$ cat config.mk
export PLATFORM = sky130hd
export DESIGN_NAME = clock_ctrl
export DESIGN_NICKNAME = d
export VERILOG_FILES = /design/src/source/clock_ctrl_pkg.sv /design/src/source/clock_activity_monitor.sv /design/src/source/clock_ctrl.sv /design/src/source/phase_shifter.sv /design/src/source/startup_reset.sv
export SDC_FILE = /design/constraint.sdc
export NUM_CORES = 2
export LEC_CHECK = 0
export BUFFER_PORTS_ARGS = -buffer_cell sky130_fd_sc_hd__buf_2
export CORE_UTILIZATION = 46
export DETAILED_ROUTE_END_ITERATION = 6
export GPL_ROUTABILITY_DRIVEN = 1
export SYNTH_ARGS = -nofsm -noshare
export SYNTH_HDL_FRONTEND = slang
export SYNTH_SLANG_ARGS = --single-unit
$ cat constraint.sdc
create_clock -name clock -period 5.45 [get_ports clock]
set_clock_uncertainty 0.1 [all_clocks]
set_input_delay 0.2725 -clock clock [delete_from_list [all_inputs] [get_ports clock]]
set_output_delay 0.2725 -clock clock [all_outputs]
set_load 0.02 [all_outputs]
$ cat src/source/clock_ctrl_pkg.sv
`default_nettype none

package clock_ctrl_pkg;

//---------------------------------------------------------------------------
// Counts and widths
//---------------------------------------------------------------------------
	localparam int num_dps         = 9;		// 2 ALCT + 7 DCFEB shifters
	localparam int num_mon         = 7;		// Spare clock inputs watched
	localparam int phase_req_w     = 8;		// VME request, 0-255 per cycle
	localparam int phase_step_w    = 11;	// Fine phase, 0-1399
	localparam int steps_per_cycle = 1400;	// PLL fine steps in one clock period
	localparam int req_per_cycle   = 256;	// VME codes in one clock period

//---------------------------------------------------------------------------
// Phase types
//---------------------------------------------------------------------------
	typedef logic [phase_req_w-1:0]  phase_req_t;	// Coarse VME phase
	typedef logic [phase_step_w-1:0] phase_step_t;	// Fine PLL phase

	// Shifter FSM, values read back on the VME state vector
	typedef enum logic [2:0] {
		st_hold      = 3'd0,	// Waiting for locks and reset release
		st_idle      = 3'd1,	// Ready for a fire
		st_step      = 3'd2,	// Enable pulse toward PLL
		st_wait_done = 3'd3,	// Waiting on PLL done
		st_check     = 3'd4		// Compare current with target
	} dps_state_t;

//---------------------------------------------------------------------------
// Bundles
//---------------------------------------------------------------------------
	// VME command, one per channel
	typedef struct packed {
		logic       fire;		// One-cycle strobe, new phase
		logic       reset;		// Level, zero tracked phase
		phase_req_t phase;		// Requested phase 0-255
	} dps_ctrl_t;

	// VME status, one per channel
	typedef struct packed {
		logic       busy;		// Shift in progress
		dps_state_t state;		// FSM state
	} dps_stat_t;

	// Toward the channel PLL
	typedef struct packed {
		logic en;				// Shift enable, one cycle
		logic incdec;			// 1 = increment
	} ps_cmd_t;

//---------------------------------------------------------------------------
// Request to fine step translation
//---------------------------------------------------------------------------
	// Nearest integer of req*1400/256, halves round up
	function automatic phase_step_t to_steps(input phase_req_t req);
		int scaled;
		scaled = int'(req) * steps_per_cycle;	// Max 357000, fits in int
		scaled = scaled + req_per_cycle / 2;	// Rounding offset
		return phase_step_t'(scaled / req_per_cycle);
	endfunction

endpackage

`default_nettype wire

$ cat src/source/clock_activity_monitor.sv
`timescale 1ns/1ps
`default_nettype none

module clock_activity_monitor #(
	parameter int n_inputs = clock_ctrl_pkg::num_mon	// Inputs watched
) (
	input  wire logic                clock,
	input  wire logic                rst_n,
	input  wire logic [n_inputs-1:0] clocks_in,		// Spare clock pins
	output logic      [n_inputs-1:0] running		// Pseudo-lock per input
);

//---------------------------------------------------------------------------
// Dual-edge samples
//---------------------------------------------------------------------------
	logic [n_inputs-1:0] rise_q;	// Taken on rising edge
	logic [n_inputs-1:0] fall_q;	// Taken on falling edge

	always_ff @(posedge clock) begin
		if (!rst_n) begin
			rise_q <= '0;
		end else begin
			rise_q <= clocks_in;
		end
	end

	// Reset seen on the falling edge too, so both halves clear together
	always_ff @(negedge clock) begin
		if (!rst_n) begin
			fall_q <= '0;
		end else begin
			fall_q <= clocks_in;
		end
	end

//---------------------------------------------------------------------------
// Running flag
//---------------------------------------------------------------------------
	// Running input at clock rate differs between half cycles
	// Stuck high or low gives equal samples
	assign running = rise_q ^ fall_q;

endmodule

`default_nettype wire

$ cat src/source/clock_ctrl.sv
`timescale 1ns/1ps
`default_nettype none

module clock_ctrl (
	input  wire logic                                                  clock,
	input  wire logic                                                  rst_n,
	input  wire clock_ctrl_pkg::dps_ctrl_t [clock_ctrl_pkg::num_dps-1:0] dps_ctrl,
	output wire clock_ctrl_pkg::dps_stat_t [clock_ctrl_pkg::num_dps-1:0] dps_stat,
	output wire clock_ctrl_pkg::ps_cmd_t   [clock_ctrl_pkg::num_dps-1:0] ps_cmd,
	input  wire logic [clock_ctrl_pkg::num_dps-1:0]                    ps_done,
	input  wire logic [clock_ctrl_pkg::num_dps-1:0]                    dps_lock,
	input  wire logic                                                  lock_main,
	input  wire logic                                                  global_reset_en,
	output wire logic                                                  global_reset,
	output wire logic                                                  clock_lock_lost_err,
	input  wire logic [clock_ctrl_pkg::num_mon-1:0]                    spare_clocks,
	output wire logic [clock_ctrl_pkg::num_mon-1:0]                    spare_lock
);

//---------------------------------------------------------------------------
// Global reset from main PLL lock
//---------------------------------------------------------------------------
	startup_reset u_startup_reset (
		.clock               (clock),
		.rst_n               (rst_n),
		.lock_main           (lock_main),			// Main PLL lock input
		.global_reset_en     (global_reset_en),		// Re-fire enable
		.global_reset        (global_reset),		// Fans out to shifters
		.clock_lock_lost_err (clock_lock_lost_err)
	);

//---------------------------------------------------------------------------
// Pseudo-lock for spare clock inputs
//---------------------------------------------------------------------------
	clock_activity_monitor #(
		.n_inputs (clock_ctrl_pkg::num_mon)
	) u_activity_monitor (
		.clock     (clock),
		.rst_n     (rst_n),
		.clocks_in (spare_clocks),
		.running   (spare_lock)
	);

//---------------------------------------------------------------------------
// Phase shifters
//---------------------------------------------------------------------------
	// Channel 0 ALCT rx, 1 ALCT tx, 2-8 DCFEB0-6 rx
	for (genvar i = 0; i < clock_ctrl_pkg::num_dps; i++) begin : gen_dps
		phase_shifter u_phase_shifter (
			.clock        (clock),
			.rst_n        (rst_n),
			.global_reset (global_reset),
			.lock_main    (lock_main),
			.dps_lock     (dps_lock[i]),		// This channel's PLL lock
			.ctrl         (dps_ctrl[i]),		// VME command
			.ps_done      (ps_done[i]),			// PLL step done
			.cmd          (ps_cmd[i]),			// PLL enable and direction
			.stat         (dps_stat[i])			// VME status
		);
	end

endmodule

`default_nettype wire

$ cat src/source/phase_shifter.sv
`timescale 1ns/1ps
`default_nettype none

module phase_shifter (
	input  wire logic                      clock,
	input  wire logic                      rst_n,
	input  wire logic                      global_reset,	// Held until main PLL locks
	input  wire logic                      lock_main,		// Main PLL lock
	input  wire logic                      dps_lock,		// This channel's PLL lock
	input  wire clock_ctrl_pkg::dps_ctrl_t ctrl,			// VME fire, reset, phase
	input  wire logic                      ps_done,			// PLL step finished
	output clock_ctrl_pkg::ps_cmd_t        cmd,				// PLL enable and direction
	output clock_ctrl_pkg::dps_stat_t      stat				// VME busy and state
);

//---------------------------------------------------------------------------
// Channel state
//---------------------------------------------------------------------------
	clock_ctrl_pkg::dps_state_t  state;		// FSM
	logic                        busy;		// Fire accepted, not yet done
	logic                        incdec;	// Direction of pending step
	clock_ctrl_pkg::phase_step_t target;	// Requested fine phase
	clock_ctrl_pkg::phase_step_t current;	// Tracked PLL phase

	wire lock_ok = lock_main && dps_lock;	// Both PLLs locked

//---------------------------------------------------------------------------
// FSM
//---------------------------------------------------------------------------
	always_ff @(posedge clock) begin
		if (!rst_n) begin
			state   <= clock_ctrl_pkg::st_hold;
			busy    <= 1'b0;
			incdec  <= 1'b0;
			current <= '0;
		end else if (ctrl.reset) begin
			state   <= clock_ctrl_pkg::st_hold;	// Park while reset level high
			busy    <= 1'b0;
			current <= '0;						// PLL restarts at zero phase
		end else if (global_reset || !lock_ok) begin
			state <= clock_ctrl_pkg::st_hold;	// Lost lock, keep current
			busy  <= 1'b0;
		end else begin
			case (state)
				clock_ctrl_pkg::st_hold: begin
					state <= clock_ctrl_pkg::st_idle;	// All locks good
				end
				clock_ctrl_pkg::st_idle: begin
					if (ctrl.fire) begin
						busy  <= 1'b1;
						state <= clock_ctrl_pkg::st_check;
					end
				end
				clock_ctrl_pkg::st_check: begin
					if (current == target) begin
						busy  <= 1'b0;					// Arrived
						state <= clock_ctrl_pkg::st_idle;
					end else begin
						incdec <= (target > current);	// Up if below target
						state  <= clock_ctrl_pkg::st_step;
					end
				end
				clock_ctrl_pkg::st_step: begin
					state <= clock_ctrl_pkg::st_wait_done;	// En lasts this cycle only
				end
				clock_ctrl_pkg::st_wait_done: begin
					if (ps_done) begin
						current <= incdec ? current + 1'b1 : current - 1'b1;
						state   <= clock_ctrl_pkg::st_check;
					end
				end
				default: begin
					state <= clock_ctrl_pkg::st_hold;	// Unused codes
				end
			endcase
		end
	end

	// Target latched only when a fire is taken, phase sampled same cycle
	always_ff @(posedge clock) begin
		if (state == clock_ctrl_pkg::st_idle && ctrl.fire) begin
			target <= clock_ctrl_pkg::to_steps(ctrl.phase);
		end
	end

//---------------------------------------------------------------------------
// Outputs
//---------------------------------------------------------------------------
	always_comb begin
		cmd.en     = (state == clock_ctrl_pkg::st_step);	// Decoded from state flop
		cmd.incdec = incdec;
		stat.busy  = busy;
		stat.state = state;
	end

//---------------------------------------------------------------------------
// Checks
//---------------------------------------------------------------------------
	// PLL sees a single-cycle enable per step
	a_en_one_cycle : assert property (@(posedge clock) disable iff (!rst_n)
		cmd.en |=> !cmd.en);

	// No stepping outside an accepted request
	a_en_busy : assert property (@(posedge clock) disable iff (!rst_n)
		cmd.en |-> busy);

	// Tracked phase stays inside one clock period
	a_current_range : assert property (@(posedge clock) disable iff (!rst_n)
		current <= clock_ctrl_pkg::phase_step_t'(clock_ctrl_pkg::steps_per_cycle - 1));

endmodule

`default_nettype wire

$ cat src/source/startup_reset.sv
`timescale 1ns/1ps
`default_nettype none

module startup_reset (
	input  wire logic clock,
	input  wire logic rst_n,
	input  wire logic lock_main,			// Main PLL lock
	input  wire logic global_reset_en,		// Re-fire on lock loss
	output logic      global_reset,			// Held until first lock
	output logic      clock_lock_lost_err	// Lock gone after startup
);

//---------------------------------------------------------------------------
// First-lock memory and reset flop
//---------------------------------------------------------------------------
	logic startup_done;							// Set on first lock and stays set

	wire first_lock = lock_main || startup_done;	// Locked now or before

	always_ff @(posedge clock) begin
		if (!rst_n) begin
			startup_done <= 1'b0;
			global_reset <= 1'b1;					// Hold everything off
		end else begin
			startup_done <= first_lock;
			global_reset <= !first_lock || (!lock_main && global_reset_en);
		end
	end

	// Lost lock seen while system is running
	assign clock_lock_lost_err = !global_reset && !lock_main;

//---------------------------------------------------------------------------
// Checks
//---------------------------------------------------------------------------
	// Nothing leaves reset before the main PLL has locked once
	a_hold_until_lock : assert property (@(posedge clock) disable iff (!rst_n)
		!startup_done |-> global_reset);

endmodule

`default_nettype wire
### Yosys cells after proc, flatten, opt, wreduce, memory -nomap -nowiden

Index checks and enable logic that the tools add are counted.

| cells by class | value |
|---|---|
| multiply operators | 9 |
| equality and inequality tests | 72 |
| order comparisons | 9 |
| mux-type cells | 73 |
| add/sub/neg operators | 36 |
| shifts and indexed selects | 0 |
| divide/modulo/power cells | 0 |
| bitwise gates (word level) | 38 |
| reductions and logical operators | 124 |

Operators by type and width:

| operator | number |
|---|---|
| 19-bit by 8-bit adder with 19-bit output (second input constant) | 9 |
| 8-bit by 8-bit multiplier with 16-bit output (second input constant) | 9 |
| 3-bit case mux with 5 select lines | 9 |
| 11-bit by 1-bit adder with 11-bit output | 9 |
| 11-bit by 1-bit adder with 11-bit output (second input constant) | 9 |
| 11-bit equality test | 9 |
| 11-bit greater-than comparator | 9 |
| 11-bit 2-to-1 mux | 9 |
| 11-bit by 1-bit subtractor with 11-bit output (second input constant) | 9 |
| 8-bit OR reduction | 9 |
| 3-bit by 2-bit equality test with 1-bit output (second input constant) | 18 |
| 3-bit 2-to-1 mux | 18 |
| 3-bit AND reduction | 18 |
| 2-bit != test (second input constant) | 18 |
| 4-bit AND reduction | 9 |
| 1-bit NOT | 28 |
| 3-bit by 1-bit equality test with 1-bit output (second input constant) | 9 |
| 3-bit equality test (second input constant) | 9 |
| 3-bit logical NOT | 9 |
| 3-bit OR reduction | 9 |
| 1-bit logical AND | 20 |
| 1-bit 2-to-1 mux | 18 |
| 2-bit 2-to-1 mux | 9 |
| 2-bit by 1-bit != test with 1-bit output (second input constant) | 9 |
| 9 further kinds | 70 |

| storage, ports and cells | value |
|---|---|
| word-level logic and storage cells | 410 |
| RAM bits | 0 |
| output and inout port bits | 63 |
| latch bits | 0 |
| ROM bits | 0 |
| bits in registers | 259 |
| memories | 0 |

### Longest topological paths before layout

| logic depth | value |
|---|---|
| depth after elaboration | 5 |
| depth in mapped cells | 17 |
| mapped depth without buffers | 17 |

### Hierarchy

Synthesis repeated with hierarchy kept, for this count alone.

| second synthesis, totals | value |
|---|---|
| cells, all modules | 3323 |
| area, all modules | 30782.0 sq um |

Modules (own cells, without submodules):

| module | sequential area each (sq um) | instances | cells each | area each (sq um) |
|---|---|---|---|---|
| phase_shifter at gen_dps[0].u_phase_shifter ... | 650.6 | 3 | 360 | 3348.2 |
| phase_shifter at gen_dps[7].u_phase_shifter | 650.6 | 1 | 385 | 3568.4 |
| phase_shifter at gen_dps[8].u_phase_shifter | 650.6 | 1 | 374 | 3365.7 |
| phase_shifter at gen_dps[5].u_phase_shifter | 650.6 | 1 | 365 | 3352.0 |
| phase_shifter at gen_dps[6].u_phase_shifter | 650.6 | 1 | 358 | 3334.4 |
| phase_shifter at gen_dps[2].u_phase_shifter | 650.6 | 1 | 359 | 3333.2 |
| phase_shifter at gen_dps[4].u_phase_shifter | 650.6 | 1 | 367 | 3331.9 |
| clock_activity_monitor | 280.3 | 1 | 29 | 389.1 |
| startup_reset | 40.0 | 1 | 6 | 62.6 |

==> flow_metrics.env <==
export IMPL_clkTransAtPathRegs_ps=60
export IMPL_fin_ws_ps=1110
export IMPL_grt_pass1_wl_um=100000
export IMPL_dieArea_sq_um=65700
export IMPL_clk_latency_ps=530
export IMPL_period_minus_slack_ps=4340
export IMPL_tightestPinTransition_ps=1190
export IMPL_track_usage=0.177
export IMPL_pin_count=182
export IMPL_yosys_warnings=0
export IMPL_fin_cells=4373
export IMPL_fillers=6047
export IMPL_yosysSeqAreaShare=0.208
export IMPL_wl_per_cell_um=12.8
export IMPL_synth_edff_count=99
export IMPL_num_rows=92
export IMPL_ctsResizeCount=0
export IMPL_ff_latch_area_sq_um=6180
export IMPL_finalSetupTns_ps=0
export IMPL_cts_buffers_inserted=34
export IMPL_cap_viol_max_count=0
export IMPL_cts_root_buf="clkbuf_16"
export IMPL_route_antenna_remaining_nets=0
export IMPL_critical_path_class="input port to register"
export IMPL_synth_seq_cells=259
export IMPL_critPathMaxFanout=6
export IMPL_cp_arrival_ps=4490
export IMPL_syn_to_final_growth_pct=10.9
export IMPL_rr_worst_depth=9
export IMPL_routed_wl_um=55800
export IMPL_gp_congestion=0.815
export IMPL_postSynthCellCount=3292
export IMPL_hp_start="dps_lock[1]"
export IMPL_synth_distinct_cells=72
export IMPL_holdPathEnd="gen_dps[1].u_phase_shifter.incdec$_SDFFE_PN0P_"
export IMPL_slew_viol_final=0
export IMPL_grt_most_used_layer="met2"
export IMPL_grt_use_met1=0.229
export IMPL_powerDensity_nw_per_um2=353
export IMPL_syn_avg_cell_area_sq_um=9.03
export IMPL_most_common_layout_cells="607 x inv_1, 567 x ha_1, 210 x nand2_1"
export IMPL_grtUsageMet2=0.317
export IMPL_r2r_start="u_startup_reset.global_reset$_SDFF_PN1_"
export IMPL_place_inst=4279
export IMPL_required_ps=5600
export IMPL_finalCritPeriodShare=0.796
export IMPL_synth_nets=4176
export IMPL_place_area_sq_um=31500
export IMPL_stdcell_area_sq_um=33000
export IMPL_drc=0
export IMPL_setup_violations=0
export IMPL_outcome="complete, no violations"
export IMPL_die_y_um=256
export IMPL_slew_headroom=0.203
export IMPL_cts_sinks=259
export IMPL_irDropWorstVdd_mv=0.251
export IMPL_hold_path_class="input port to register"
export IMPL_avgViaCountPerCell=5.01
export IMPL_use_met3=0.0205
export IMPL_dieWidth_um=256
export IMPL_cts_tree="yes"
export IMPL_dpl_hpwl_um=46300
export IMPL_drt_iter0_drc=723
export IMPL_reg2reg_slack_ps=2340
export IMPL_reg2reg_to="gen_dps[4].u_phase_shifter.current[10]$_SDFFE_PP0P_"
export IMPL_first_global_vias=22400
export IMPL_dpl_worst_slack_ps=552
export IMPL_antenna_found_initial=2
export IMPL_clockBufferDepth=3
export IMPL_rsz0062_at_grt="false"
export IMPL_multi_input_area_sq_um=21100
export IMPL_grt_overflow=0
export IMPL_final_hold_violation_count=0
export IMPL_final_layout_size_suffix_gt1_frac=0.0786
export IMPL_hold_depth=4
export IMPL_critical_path_startpoint_type="input port"
export IMPL_netlist_area_sq_um=29700
export IMPL_final_common_cell="inv_1"
export IMPL_dr_pass1_iters=5
export IMPL_fmax_mhz=231
export IMPL_initial_core_util=0.469
export IMPL_synthArstFlopShare=0
export IMPL_power_leakage_nw=15.3
export IMPL_port_buffers=181
export IMPL_htreeDepth=2
export IMPL_critPathCaptureType="register"
export IMPL_num_vias=21900
export IMPL_grt_max_degree=19
export IMPL_coreArea_sq_um=63400
export IMPL_dominantRegCellSynth="dfxtp_1"
export IMPL_nets=4384
## flip-flops by register name, indices dropped and copies added, names as in the netlist
name	cells
u_activity_monitor.fall_q	7
u_startup_reset.startup_done	1
u_activity_monitor.rise_q	7
u_startup_reset.global_reset	1
gen_dps.u_phase_shifter.busy	9
gen_dps.u_phase_shifter.current	99
gen_dps.u_phase_shifter.target	99
gen_dps.u_phase_shifter.incdec	9
gen_dps.u_phase_shifter.state	27
## final cells by class
type / count / share of cell area
Inverter: 600 / 0.0683
Clock buffer: 49 / 0.0316
Sequential cell: 259 / 0.187
Timing Repair Buffer: 211 / 0.0362
Clock inverter: 20 / 0.00452
Antenna cell: 1 / 0.0000759
Tap cell: 846 / 0.0321
Multi-Input combinational cell: 2387 / 0.640
## cells in the mapped netlist, drive strengths merged (7+ instances only)
cell type,instances,area [sq um]
inv,601,2260
ha,567,7090
nand2,211,795
a21oi,206,1030
fa,198,3960
xnor2,191,1680
nor2,183,687
dfxtp,160,3200
edfxtp,99,2970
xor2,86,753
nand3,84,420
o21ai,80,400
nor3,66,330
a21o,51,383
nor2b,47,294
o21a,43,323
o21bai,33,248
mux2i,32,320
nand2b,31,194
a211oi,30,225
nand4,26,163
clkbuf,23,86.3
buf,22,150
and2,19,119
o211ai,18,135
or2,17,106
or3,17,106
a31oi,13,96.3
a2111o,12,135
nor3b,12,95.1
a41oi,11,96.3
o2111ai,10,87.6
and3,8,50.1
nand3b,8,60.1
nor4,7,43.8
## through the flow
stage	total power, W	hold WS (ps)	utilization
2_1_floorplan	0.00810	283	-
3_3_place_gp	0.00934	337	0.497
3_5_place_dp	0.00936	341	0.497
4_1_cts	0.0118	8.35	0.520
5_1_grt	0.0128	36.1	0.520
6_report	0.0116	35.6	0.520
## kinds of logic (layout without fill, tap and decap cells)
kind of cell             count (synthesis)  in the layout  synth area share
multiplexers                            32             32            0.0108
AND/OR/NAND/NOR                        758            758             0.123
AO/OA/AOI/OAI                          555            555             0.121
buffers and inverters                  646            880            0.0838
flip-flops                             259            259             0.208
other                                    0              1                 0
adder cells (fa/ha/maj)                765            765             0.372
XOR/XNOR                               277            277            0.0818
## per-layer routing
layer	vias to the layer above	routed length [um]
met3	59	1340
met5	-	11
met2	184	26900
li1	11500	-
met1	10100	26600
met4	2	891
## how the worst max path moves through the flow
stage / to / slack [ps] / startpoint
floorplan: gen_dps[4].u_phase_shifter.target[10]$_DFFE_PP_ / 970 / dps_ctrl[41]
global placement: gen_dps[4].u_phase_shifter.target[10]$_DFFE_PP_ / 630 / dps_ctrl[43]
detailed placement: gen_dps[3].u_phase_shifter.target[10]$_DFFE_PP_ / 550 / dps_ctrl[31]
CTS: spare_lock[5] / 1080 / u_activity_monitor.fall_q[5]$_DFF_N_
global route: gen_dps[3].u_phase_shifter.target[10]$_DFFE_PP_ / 850 / dps_ctrl[31]
finish: gen_dps[3].u_phase_shifter.target[10]$_DFFE_PP_ / 1110 / dps_ctrl[31]
## where the power goes
group          internal, W  switching [W]  total [W]  leakage [nW]
Clock              0.00144       0.000899    0.00234         0.621
Combinational      0.00297        0.00391    0.00689          12.5
Sequential         0.00240     0.00000759    0.00241          2.19
## critical path: stages
cell and delay [ps]:
buf_2 130, ha_1 270, inv_1 50, fa_1 530
inv_1 50, fa_1 520, inv_1 50, fa_1 520
inv_1 40, ha_1 380, nand3_1 120, a2111oi_0 520
nor4_1 140, o21bai_1 160, a21oi_1 90, xor2_1 170
nor4_1 360, xnor2_1 110
## repair_timing
action / in CTS / in global routing
hold buffers: 25 / 0
setup buffers: 0 / 0
endpoints found under the hold margin: 38 / 0
Power figures use the tool's default switching activity.
